### src/logic/rvfi_pkg.sv
/*
  RVFI retirement record shared by the core and reference-model streams
  field widths and the packed record without its valid bit
*/

package rvfi_pkg;

  // data and address width
  localparam int XLEN = 32;

  // widths of the narrow status fields
  localparam int DBG_W      = 3;
  localparam int NMIP_W     = 2;
  localparam int INTR_W     = 11;
  localparam int MODE_W     = 2;
  localparam int REG_ADDR_W = 5;

  // one byte-enable bit per byte of a data word
  localparam int MEM_MASK_W = XLEN / 8;

  // one retired instruction
  typedef struct packed {
    logic [XLEN-1:0]       pc_rdata;
    logic [XLEN-1:0]       insn;
    logic [XLEN-1:0]       pc_wdata;
    logic                  trap;
    logic                  halt;
    logic                  dbg_mode;
    logic [DBG_W-1:0]      dbg;
    logic [NMIP_W-1:0]     nmip;
    // bit 0 flags a taken trap, cause sits above it
    logic [INTR_W-1:0]     intr;
    logic [MODE_W-1:0]     mode;
    // destination register write
    logic [REG_ADDR_W-1:0] rd1_addr;
    logic [XLEN-1:0]       rd1_wdata;
    // data memory access
    logic [XLEN-1:0]       mem_addr;
    logic [MEM_MASK_W-1:0] mem_rmask;
    logic [MEM_MASK_W-1:0] mem_wmask;
    logic [XLEN-1:0]       mem_wdata;
    logic [XLEN-1:0]       mem_rdata;
  } rvfi_retire_t;

endpackage

### src/logic/lockstep_pkg.sv
/*
  lockstep checker types: compared field positions, mismatch mask,
  per-pair result and controller states, plus FIFO and credit depths
*/

package lockstep_pkg;

  // number of compared fields, one mask bit each
  localparam int NUM_FIELDS = 17;

  // buffering on each side, the rm depth is also the sender's credit pool
  localparam int CORE_FIFO_DEPTH = 8;
  localparam int RM_FIFO_DEPTH   = 4;

  // bit position of each field in the mismatch mask
  typedef enum logic [$clog2(NUM_FIELDS)-1:0] {
    PC_RDATA, INSN, TRAP, HALT, DBG, DBG_MODE, NMIP, INTR, MODE,
    RD1_ADDR, RD1_WDATA, MEM_RMASK, MEM_WMASK, MEM_ADDR, MEM_WDATA,
    MEM_RDATA, PC_WDATA
  } check_field_e;

  typedef logic [NUM_FIELDS-1:0] mismatch_mask_t;

  // outcome of one compared pair
  typedef struct packed {
    mismatch_mask_t             mask;
    logic [rvfi_pkg::XLEN-1:0]  pc_rdata;
  } check_result_t;

  // only reset leaves the two error states
  typedef enum logic [1:0] {
    LS_RUN,
    LS_FAILED,
    LS_OVERFLOW
  } lockstep_state_e;

endpackage

### src/logic/rvfi_field_compare.sv
/*
  field-by-field comparison of a core and reference-model record pair
  applies the register and memory masking rules, result is registered
*/

module rvfi_field_compare (
  input  logic                        rvfi_core,
  input  logic                        reset_i,
  input  logic                        pair_valid_i,
  input  rvfi_pkg::rvfi_retire_t      core_rec_i,
  input  rvfi_pkg::rvfi_retire_t      rm_rec_i,
  output logic                        result_valid_o,
  output lockstep_pkg::check_result_t result_o
);

  import lockstep_pkg::*;

  mismatch_mask_t mask_d;
  logic           rd_written;
  logic           core_reads;
  logic           core_writes;

  // register write data only matters for a real destination
  assign rd_written = (rm_rec_i.rd1_addr != '0);

  // memory qualifiers come from the core side
  assign core_reads  = (core_rec_i.mem_rmask != '0);
  assign core_writes = (core_rec_i.mem_wmask != '0);

  always_comb begin
    mask_d = '0;

    // always compared
    mask_d[PC_RDATA]  = (core_rec_i.pc_rdata != rm_rec_i.pc_rdata);
    mask_d[INSN]      = (core_rec_i.insn != rm_rec_i.insn);
    mask_d[TRAP]      = (core_rec_i.trap != rm_rec_i.trap);
    mask_d[HALT]      = (core_rec_i.halt != rm_rec_i.halt);
    mask_d[DBG]       = (core_rec_i.dbg != rm_rec_i.dbg);
    mask_d[DBG_MODE]  = (core_rec_i.dbg_mode != rm_rec_i.dbg_mode);
    mask_d[NMIP]      = (core_rec_i.nmip != rm_rec_i.nmip);
    mask_d[INTR]      = (core_rec_i.intr != rm_rec_i.intr);
    mask_d[MODE]      = (core_rec_i.mode != rm_rec_i.mode);
    mask_d[RD1_ADDR]  = (core_rec_i.rd1_addr != rm_rec_i.rd1_addr);
    mask_d[MEM_RMASK] = (core_rec_i.mem_rmask != rm_rec_i.mem_rmask);
    mask_d[MEM_WMASK] = (core_rec_i.mem_wmask != rm_rec_i.mem_wmask);
    mask_d[PC_WDATA]  = (core_rec_i.pc_wdata != rm_rec_i.pc_wdata);

    // qualified fields
    mask_d[RD1_WDATA] = rd_written &&
                        (core_rec_i.rd1_wdata != rm_rec_i.rd1_wdata);
    mask_d[MEM_ADDR]  = (core_reads || core_writes) &&
                        (core_rec_i.mem_addr != rm_rec_i.mem_addr);
    mask_d[MEM_WDATA] = core_writes &&
                        (core_rec_i.mem_wdata != rm_rec_i.mem_wdata);
    mask_d[MEM_RDATA] = core_reads &&
                        (core_rec_i.mem_rdata != rm_rec_i.mem_rdata);
  end

  always_ff @(posedge rvfi_core) begin
    if (reset_i) begin
      result_valid_o <= 1'b0;
    end else begin
      result_valid_o <= pair_valid_i;
    end
  end

  // result payload only loads with a pair
  always_ff @(posedge rvfi_core) begin
    if (pair_valid_i) begin
      result_o.mask     <= mask_d;
      result_o.pc_rdata <= core_rec_i.pc_rdata;
    end
  end

endmodule

### src/logic/rvfi_lockstep_ctrl.sv
/*
  lockstep controller: pairing FSM, pop and credit return strobe,
  sticky failure with first failing result, overflow and retired counter
*/

module rvfi_lockstep_ctrl (
  input  logic                        rvfi_core,
  input  logic                        reset_i,
  input  logic                        core_empty_i,
  input  logic                        core_full_i,
  input  logic                        rm_empty_i,
  input  logic                        core_valid_i,
  output logic                        pop_o,
  input  logic                        cmp_valid_i,
  input  lockstep_pkg::check_result_t cmp_result_i,
  output logic                        credit_return_o,
  output logic                        result_valid_o,
  output lockstep_pkg::check_result_t result_o,
  output lockstep_pkg::check_result_t first_fail_o,
  output logic                        fail_o,
  output logic                        overflow_o,
  output logic [31:0]                 retired_count_o
);

  import lockstep_pkg::*;

  lockstep_state_e state_q;
  lockstep_state_e state_d;
  logic            pair_fail;
  logic            core_overflow;
  logic            running;

  assign running = (state_q == LS_RUN);

  // a failing result is visible here one cycle before state moves
  assign pair_fail = cmp_valid_i && (cmp_result_i.mask != '0);

  // core retirement has nowhere to go
  assign core_overflow = core_valid_i && core_full_i;

  // no new pair once an error is seen, so nothing more leaves the FIFOs
  assign pop_o = running && !core_empty_i && !rm_empty_i &&
                 !pair_fail && !core_overflow;

  // each popped reference record frees one slot for the sender
  assign credit_return_o = pop_o;

  always_comb begin
    state_d = state_q;
    case (state_q)
      LS_RUN: begin
        if (pair_fail) begin
          state_d = LS_FAILED;
        end else if (core_overflow) begin
          state_d = LS_OVERFLOW;
        end
      end
      LS_FAILED:   state_d = LS_FAILED;
      LS_OVERFLOW: state_d = LS_OVERFLOW;
      default:     state_d = LS_RUN;
    endcase
  end

  always_ff @(posedge rvfi_core) begin
    if (reset_i) begin
      state_q <= LS_RUN;
    end else begin
      state_q <= state_d;
    end
  end

  assign fail_o     = (state_q == LS_FAILED);
  assign overflow_o = (state_q == LS_OVERFLOW);

  // result strobe and pair count
  always_ff @(posedge rvfi_core) begin
    if (reset_i) begin
      result_valid_o  <= 1'b0;
      retired_count_o <= '0;
    end else begin
      result_valid_o <= cmp_valid_i;
      if (cmp_valid_i) begin
        retired_count_o <= retired_count_o + 32'd1;
      end
    end
  end

  always_ff @(posedge rvfi_core) begin
    if (cmp_valid_i) begin
      result_o <= cmp_result_i;
    end
  end

  // keep only the first failure
  always_ff @(posedge rvfi_core) begin
    if (reset_i) begin
      first_fail_o <= '0;
    end else if (running && pair_fail) begin
      first_fail_o <= cmp_result_i;
    end
  end

endmodule

### src/logic/rvfi_lockstep_top.sv
/*
  RVFI lockstep checker top level
  core and reference-model FIFOs, controller and field comparator
*/

module rvfi_lockstep_top (
  input  logic                        rvfi_core,
  input  logic                        reset_i,
  // core retirement stream, no back-pressure
  input  logic                        core_valid_i,
  input  rvfi_pkg::rvfi_retire_t      core_rec_i,
  // reference-model stream under credit flow control
  input  logic                        rm_valid_i,
  input  rvfi_pkg::rvfi_retire_t      rm_rec_i,
  output logic                        credit_return_o,
  // check results and status
  output logic                        result_valid_o,
  output lockstep_pkg::check_result_t result_o,
  output lockstep_pkg::check_result_t first_fail_o,
  output logic                        fail_o,
  output logic                        overflow_o,
  output logic [31:0]                 retired_count_o
);

  import rvfi_pkg::*;
  import lockstep_pkg::*;

  rvfi_retire_t  core_head;
  rvfi_retire_t  rm_head;
  logic          core_empty;
  logic          core_full;
  logic          rm_empty;
  logic          pop;
  logic          cmp_valid;
  check_result_t cmp_result;

  rvfi_record_fifo #(
    .DEPTH (CORE_FIFO_DEPTH)
  ) u_core_fifo (
    .rvfi_core  (rvfi_core),
    .reset_i    (reset_i),
    .push_i     (core_valid_i),
    .push_rec_i (core_rec_i),
    .pop_i      (pop),
    .head_o     (core_head),
    .empty_o    (core_empty),
    .full_o     (core_full)
  );

  // credits keep this one from ever filling past its depth
  rvfi_record_fifo #(
    .DEPTH (RM_FIFO_DEPTH)
  ) u_rm_fifo (
    .rvfi_core  (rvfi_core),
    .reset_i    (reset_i),
    .push_i     (rm_valid_i),
    .push_rec_i (rm_rec_i),
    .pop_i      (pop),
    .head_o     (rm_head),
    .empty_o    (rm_empty),
    .full_o     ()
  );

  rvfi_lockstep_ctrl u_ctrl (
    .rvfi_core       (rvfi_core),
    .reset_i         (reset_i),
    .core_empty_i    (core_empty),
    .core_full_i     (core_full),
    .rm_empty_i      (rm_empty),
    .core_valid_i    (core_valid_i),
    .pop_o           (pop),
    .cmp_valid_i     (cmp_valid),
    .cmp_result_i    (cmp_result),
    .credit_return_o (credit_return_o),
    .result_valid_o  (result_valid_o),
    .result_o        (result_o),
    .first_fail_o    (first_fail_o),
    .fail_o          (fail_o),
    .overflow_o      (overflow_o),
    .retired_count_o (retired_count_o)
  );

  rvfi_field_compare u_cmp (
    .rvfi_core      (rvfi_core),
    .reset_i        (reset_i),
    .pair_valid_i   (pop),
    .core_rec_i     (core_head),
    .rm_rec_i       (rm_head),
    .result_valid_o (cmp_valid),
    .result_o       (cmp_result)
  );

endmodule

### src/logic/rvfi_record_fifo.sv
/*
  circular FIFO of retirement records
  combinational head, full and empty flags, pushes into a full FIFO are dropped
*/

module rvfi_record_fifo #(
  parameter int DEPTH = 4
) (
  input  logic                   rvfi_core,
  input  logic                   reset_i,
  input  logic                   push_i,
  input  rvfi_pkg::rvfi_retire_t push_rec_i,
  input  logic                   pop_i,
  output rvfi_pkg::rvfi_retire_t head_o,
  output logic                   empty_o,
  output logic                   full_o
);

  import rvfi_pkg::*;

  localparam int PTR_W = (DEPTH > 1) ? $clog2(DEPTH) : 1;
  localparam int CNT_W = $clog2(DEPTH + 1);

  rvfi_retire_t     mem [DEPTH];
  logic [PTR_W-1:0] wr_ptr_q;
  logic [PTR_W-1:0] rd_ptr_q;
  logic [CNT_W-1:0] count_q;
  logic             do_push;
  logic             do_pop;

  assign empty_o = (count_q == '0);
  assign full_o  = (count_q == CNT_W'(DEPTH));

  assign do_push = push_i && !full_o;
  assign do_pop  = pop_i && !empty_o;

  assign head_o = mem[rd_ptr_q];

  // storage has no reset, occupancy decides what is valid
  always_ff @(posedge rvfi_core) begin
    if (do_push) begin
      mem[wr_ptr_q] <= push_rec_i;
    end
  end

  always_ff @(posedge rvfi_core) begin
    if (reset_i) begin
      wr_ptr_q <= '0;
      rd_ptr_q <= '0;
      count_q  <= '0;
    end else begin
      if (do_push) begin
        wr_ptr_q <= (wr_ptr_q == PTR_W'(DEPTH - 1)) ? '0 : wr_ptr_q + 1'b1;
      end
      if (do_pop) begin
        rd_ptr_q <= (rd_ptr_q == PTR_W'(DEPTH - 1)) ? '0 : rd_ptr_q + 1'b1;
      end
      // simultaneous push and pop leaves the count unchanged
      if (do_push && !do_pop) begin
        count_q <= count_q + 1'b1;
      end else if (do_pop && !do_push) begin
        count_q <= count_q - 1'b1;
      end
    end
  end

endmodule

### config.mk
export PLATFORM = sky130hd
export DESIGN_NAME = rvfi_lockstep_top
export DESIGN_NICKNAME = d
export VERILOG_FILES = /design/src/logic/rvfi_pkg.sv /design/src/logic/lockstep_pkg.sv /design/src/logic/rvfi_field_compare.sv /design/src/logic/rvfi_lockstep_ctrl.sv /design/src/logic/rvfi_lockstep_top.sv /design/src/logic/rvfi_record_fifo.sv
export SDC_FILE = /design/constraint.sdc
export NUM_CORES = 2
export LEC_CHECK = 0
export ABC_AREA = 1
export BUFFER_PORTS_ARGS = -buffer_cell sky130_fd_sc_hd__buf_2
export CAP_MARGIN = 20
export CORE_MARGIN = 2
export CORE_UTILIZATION = 40
export CTS_BUF_LIST = sky130_fd_sc_hd__clkbuf_16
export DETAILED_ROUTE_END_ITERATION = 16
export SLEW_MARGIN = 20
export SYNTH_ARGS = -nofsm -noshare
export SYNTH_HDL_FRONTEND = slang
export SYNTH_HIERARCHICAL = 1
export SYNTH_SLANG_ARGS = --single-unit
### constraint.sdc
create_clock -name rvfi_core -period 17.1 [get_ports rvfi_core]
set_clock_uncertainty 0.1 [all_clocks]
set_input_delay 2.565 -clock rvfi_core [delete_from_list [all_inputs] [get_ports rvfi_core]]
set_output_delay 2.565 -clock rvfi_core [all_outputs]
set_load 0.005 [all_outputs]
Word level (Yosys, flattened, before mapping)
Memory sizes are Yosys's and may differ from the RTL's. A register that Yosys moved wholly into a read port is not among the register bits.
Cells that the tools add are included.
{"block": "totals", "input_bits": 520, "ff_bits": 200, "ramBits": 3096, "word_cells": 111, "memories": 2, "output_inout_bits": 134}
{"memory": "u_core_fifo.mem", "words": 8, "word_bits": 258, "rd": 1, "rd_clocked_by_memory_dff": 1, "write_ports": 1, "line_no": "rvfi_record_fifo.sv:24", "text": "rvfi_retire_t mem [DEPTH];"}
{"memory": "u_rm_fifo.mem", "words": 4, "word_bits": 258, "rd": 1, "rd_clocked_by_memory_dff": 1, "write_ports": 1, "line_no": "rvfi_record_fifo.sv:24"}
{"block": "classes", "eq_ne": 26, "reduce_logical": 39, "add_sub_neg": 9, "mux": 19}
{"cell": "$ne A32 B32 Y1", "n": 7}
{"cell": "$add A32 B1 Y32 const B", "n": 1}
{"cell": "$logic_and A1 B1 Y1", "n": 19}
{"cell": "$mux W3", "n": 6}
{"cell": "$reduce_bool A17 Y1", "n": 1}
{"cell": "$mux W2", "n": 6}
{"cell": "$ne A11 B11 Y1", "n": 1}
{"cell": "$logic_not A1 Y1", "n": 10}
{"cell": "$add A3 B1 Y3 const B", "n": 3}
{"cell": "$eq A3 B3 Y1 const B", "n": 3}
{"cell": "$mux W4", "n": 2}
{"cell": "$ne A4 B4 Y1", "n": 2}
{"cell": "$reduce_bool A4 Y1", "n": 2}
{"cell": "$eq A2 B2 Y1 const B", "n": 3}
{"cell": "$pmux W2 S3", "n": 1}
{"cell": "$ne A5 B5 Y1", "n": 1}
{"cell": "$reduce_bool A5 Y1", "n": 1}
{"cell": "$add A2 B1 Y2 const B", "n": 2}
{"cell": "$add A4 B1 Y4 const B", "n": 1}
{"cell": "$eq A4 B4 Y1 const B", "n": 1}
{"cell": "$logic_not A4 Y1", "n": 1}
{"cell": "$mux W1", "n": 4}
{"cell": "$ne A2 B2 Y1", "n": 2}
{"cell": "$reduce_bool A2 Y1", "n": 2}
{"cell": "9 further kinds", "n": 11}

Depth between registers and ports, before layout
{"block": "depth", "word_depth": 10, "depth_mapped": 19, "mapped_depth_nobuf": 18}

Hierarchy
Netlist, hierarchy kept.
{"module": "rvfi_record_fifo at u_core_fifo", "n_inst": 1, "area_each_um2": 82267.7, "cells_each": 6950, "seq_area_each_um2": 62239.7}
{"module": "rvfi_record_fifo at u_rm_fifo", "n_inst": 1, "area_each_um2": 38406.8, "cells_each": 2566, "seq_area_each_um2": 31169.9}
{"module": "rvfi_field_compare", "n_inst": 1, "area_each_um2": 5805.6, "cells_each": 1015, "seq_area_each_um2": 1491.4}
{"module": "rvfi_lockstep_ctrl", "n_inst": 1, "area_each_um2": 5412.7, "cells_each": 677, "seq_area_each_um2": 3153.0}

Worst setup path after synthesis
Ideal clock, no wire load.
{"block": "synth_timing", "kind": "input -> register", "start": "input port core_valid_i", "end": "memory u_core_fifo/mem[0][0] in the netlist's numbering, enable pin", "required_ps": 16119, "t_arrival_ps": 13654, "slack_ps": 2465, "setup_ps": 881, "stages": 3, "path_buffers": 0, "cell_sequence": "nand2_1 > or2_2 > nor2_1"}
{"block": "synth_via", "elab_chain_cells": 3}
{"item": "start: declaration", "line_no": "rvfi_lockstep_top.sv:10", "text": "input logic core_valid_i,"}
{"item": "$logic_and A1 B1 Y1", "line_no": "rvfi_record_fifo.sv:34", "text": "assign do_push = push_i && !full_o;"}
{"item": "$mux W1", "line_no": "rvfi_record_fifo.sv:41", "text": "if (do_push) begin"}
{"item": "$mux W1 (not written as such)", "line_no": "rvfi_record_fifo.sv:42", "text": "mem[wr_ptr_q] <= push_rec_i;"}
{"item": "end: declaration", "line_no": "rvfi_record_fifo.sv:24"}
No other way between the ends.

==> impl_metrics.toml <==
[status]
violations = "antenna violations"
status = "finished with violations"

[routing]
routed_wl_mm = 353
drc = 0
vias_per_cell = 5.16
drtIter0Drc = 7516
routedWlPerCell_um = 21.5
route.vias.total = 84900
first_pass_iters = 5
ant_nets = 1

[floorplan]
initial_utilization = 0.403
die_h_um = 578
fp-row-count = 210
core_sq_um = 328000
ios = 654
die_area_sq_um = 334000
fp.dieW_um = 578

[grt]
track_usage = 0.205
grt_pass1_vias = 81200
overflow = 0
antenna_found_initial = 202
grt_first_pass_wirelength_mm = 520
grt_max_degree = 189

[power_and_ir_drop]
vdd_drop_max_mv = 0.109
p_per_area_nw_per_um2 = 168
power.leakage_nw = 55.1
total_power_mw = 25.3

[clocking]
path_clk_slew_ns = 0.06
tritoncts = "yes"
h-tree-depth = 5
clock_path_buffers = 4
post_cts_resized = 0
clock_sinks = 3301
clockRootBuffer = "clkbuf_16"
cts_buffers = 353
cts_setup_buffers = 0
insertion_delay_ns = 0.93
ctsHoldBuffers = 0

[timing]
tns_ns = 0
clock.fmax_ghz = 0.145
period_minus_slack_ns = 6.89
rsz0062_at_grt = "false"
min_period_over_period = 0.403
hold_violations = 0
slew_violations = 0
tightest_slew_ns = 1.23
final-setup-viol-count = 0
slew_headroom = 0.178

[final_layout]
multi_input_area_sq_um = 29900
final_nets = 12300
regArea_sq_um = 98100
area_growth_pct = 14.0
final_layout_size_suffix_gt1_frac = 0.108
nFillCells = 29100

[setup_path]
start_kind = "flip-flop"
arrival_ns = 7.37
cp_data_required_time_ns = 17.58
crit_path_max_fanout = 91
endpoint_kind = "flip-flop"
critPathKind = "reg2reg"

[placement]
place.gp.congestion = 0.816
hpwlAfterDp_mm = 208
numPortBuffers = 653

[synthesis]
synth_warnings = 6
syn-num-nets = 11700
synthCells = 11200
synth_area_sq_um = 132000
syn_avg_cell_area_sq_um = 11.8

[job]
maxCapViolCount = 0

[hold_path]
min_from = "u_cmp/result_o[16]$_DFFE_PP_"
worst_hold_path_type = "reg2reg"
-- final timing paths --
path,end,slack [ns],cells after the start
hold reg to reg,u_ctrl/result_o[16]$_DFFE_PP_,0.35,0
hold / removal,u_ctrl/result_o[16]$_DFFE_PP_,0.35,0
setup reg to reg,u_cmp/result_o[46]$_DFFE_PP_,10.21,19
setup / recovery,u_cmp/result_o[46]$_DFFE_PP_,10.21,19
-- cells in the final DEF, fill, tap and decap left out, types with 23 or more instances in the layout --
| cell type | count |
|---|---|
| inv_1 | 407 |
| nor2_1 | 2994 |
| clkinv_1 | 95 |
| o21ai_0 | 1001 |
| buf_4 | 116 |
| bufinv_16 | 23 |
| nand2_1 | 1863 |
| dfxtp_1 | 101 |
| diode_2 | 74 |
| edfxtp_1 | 3194 |
| xnor2_1 | 90 |
| clkbuf_16 | 360 |
| clkinv_2 | 47 |
| o21ai_1 | 570 |
| xor2_1 | 37 |
| o22ai_1 | 258 |
| buf_2 | 653 |
| nand3_1 | 39 |
-- layout make-up --
class / count / share of cell area
inverter: 344 / 0.00884
timing repair buffer: 788 / 0.0299
multi-input combinational: 6970 / 0.199
clock inverter: 266 / 0.0128
sequential: 3301 / 0.652
tap: 4346 / 0.0362
antenna: 74 / 0.00123
clock buffer: 360 / 0.0599
-- registers in the layout, summed over array words and instances (netlist names), 3 cells and up, named ones only --
signal                  cells
u_core_fifo/count_q         4
u_ctrl/first_fail_o        49
u_ctrl/result_o            49
u_cmp/result_o             49
u_ctrl/retired_count_o     32
u_core_fifo/rd_ptr_q        3
u_rm_fifo/mem            1032
u_rm_fifo/count_q           3
u_core_fifo/wr_ptr_q        3
u_core_fifo/mem          2064
-- where the power goes --
| group | leakage (nW) | switching, mW | internal (mW) |
|---|---|---|---|
| Combinational | 19.6 | 5.75 | 2.29 |
| Clock | 5.61 | 3.09 | 4.15 |
| Sequential | 29.9 | 0.248 | 9.76 |
| Total | 55.1 | 9.09 | 16.2 |
-- critical path, cell delays in order, from the launching register on --
cell and delay (ns):
dfxtp_4 0.60, buf_4 0.52, buf_4 0.87, buf_4 0.87
buf_4 0.84, nor2_1 0.11, nor2_1 0.11, o21ai_0 0.10
nand2_1 0.12, nand2_1 0.06, nand2_1 0.14, nand2_1 0.06
inv_1 0.05, nor2_1 0.04, nor2_1 0.27, nand2_1 0.17
nor2_1 0.28, nand2_1 0.12, nor2_1 0.52, nor2_1 0.28
-- metal layers --
metal,GRT usage,routed length (um),vias to the layer above
met4,0.0594,9710,128
met5,0,806,-
met1,0.276,149000,41500
met2,0.335,167000,2743
li1,-,-,39800
met3,0.0454,27600,730
-- through the flow --
step / area [sq um] / setup WS (ns) / util / hold WS [ns] / cells
floorplan: 132000 / 2.47 / - / 0.327 / 11200
global placement: 139000 / 10.29 / 0.425 / 0.332 / 15700
detailed placement: 139000 / 10.26 / 0.425 / 0.335 / 15700
CTS: 150000 / 10.24 / 0.458 / 0.347 / 16400
global route: 150000 / 9.76 / 0.459 / 0.352 / 16400
finish: 150000 / 10.21 / 0.459 / 0.345 / 16400
Power figures use the tool's default switching activity.
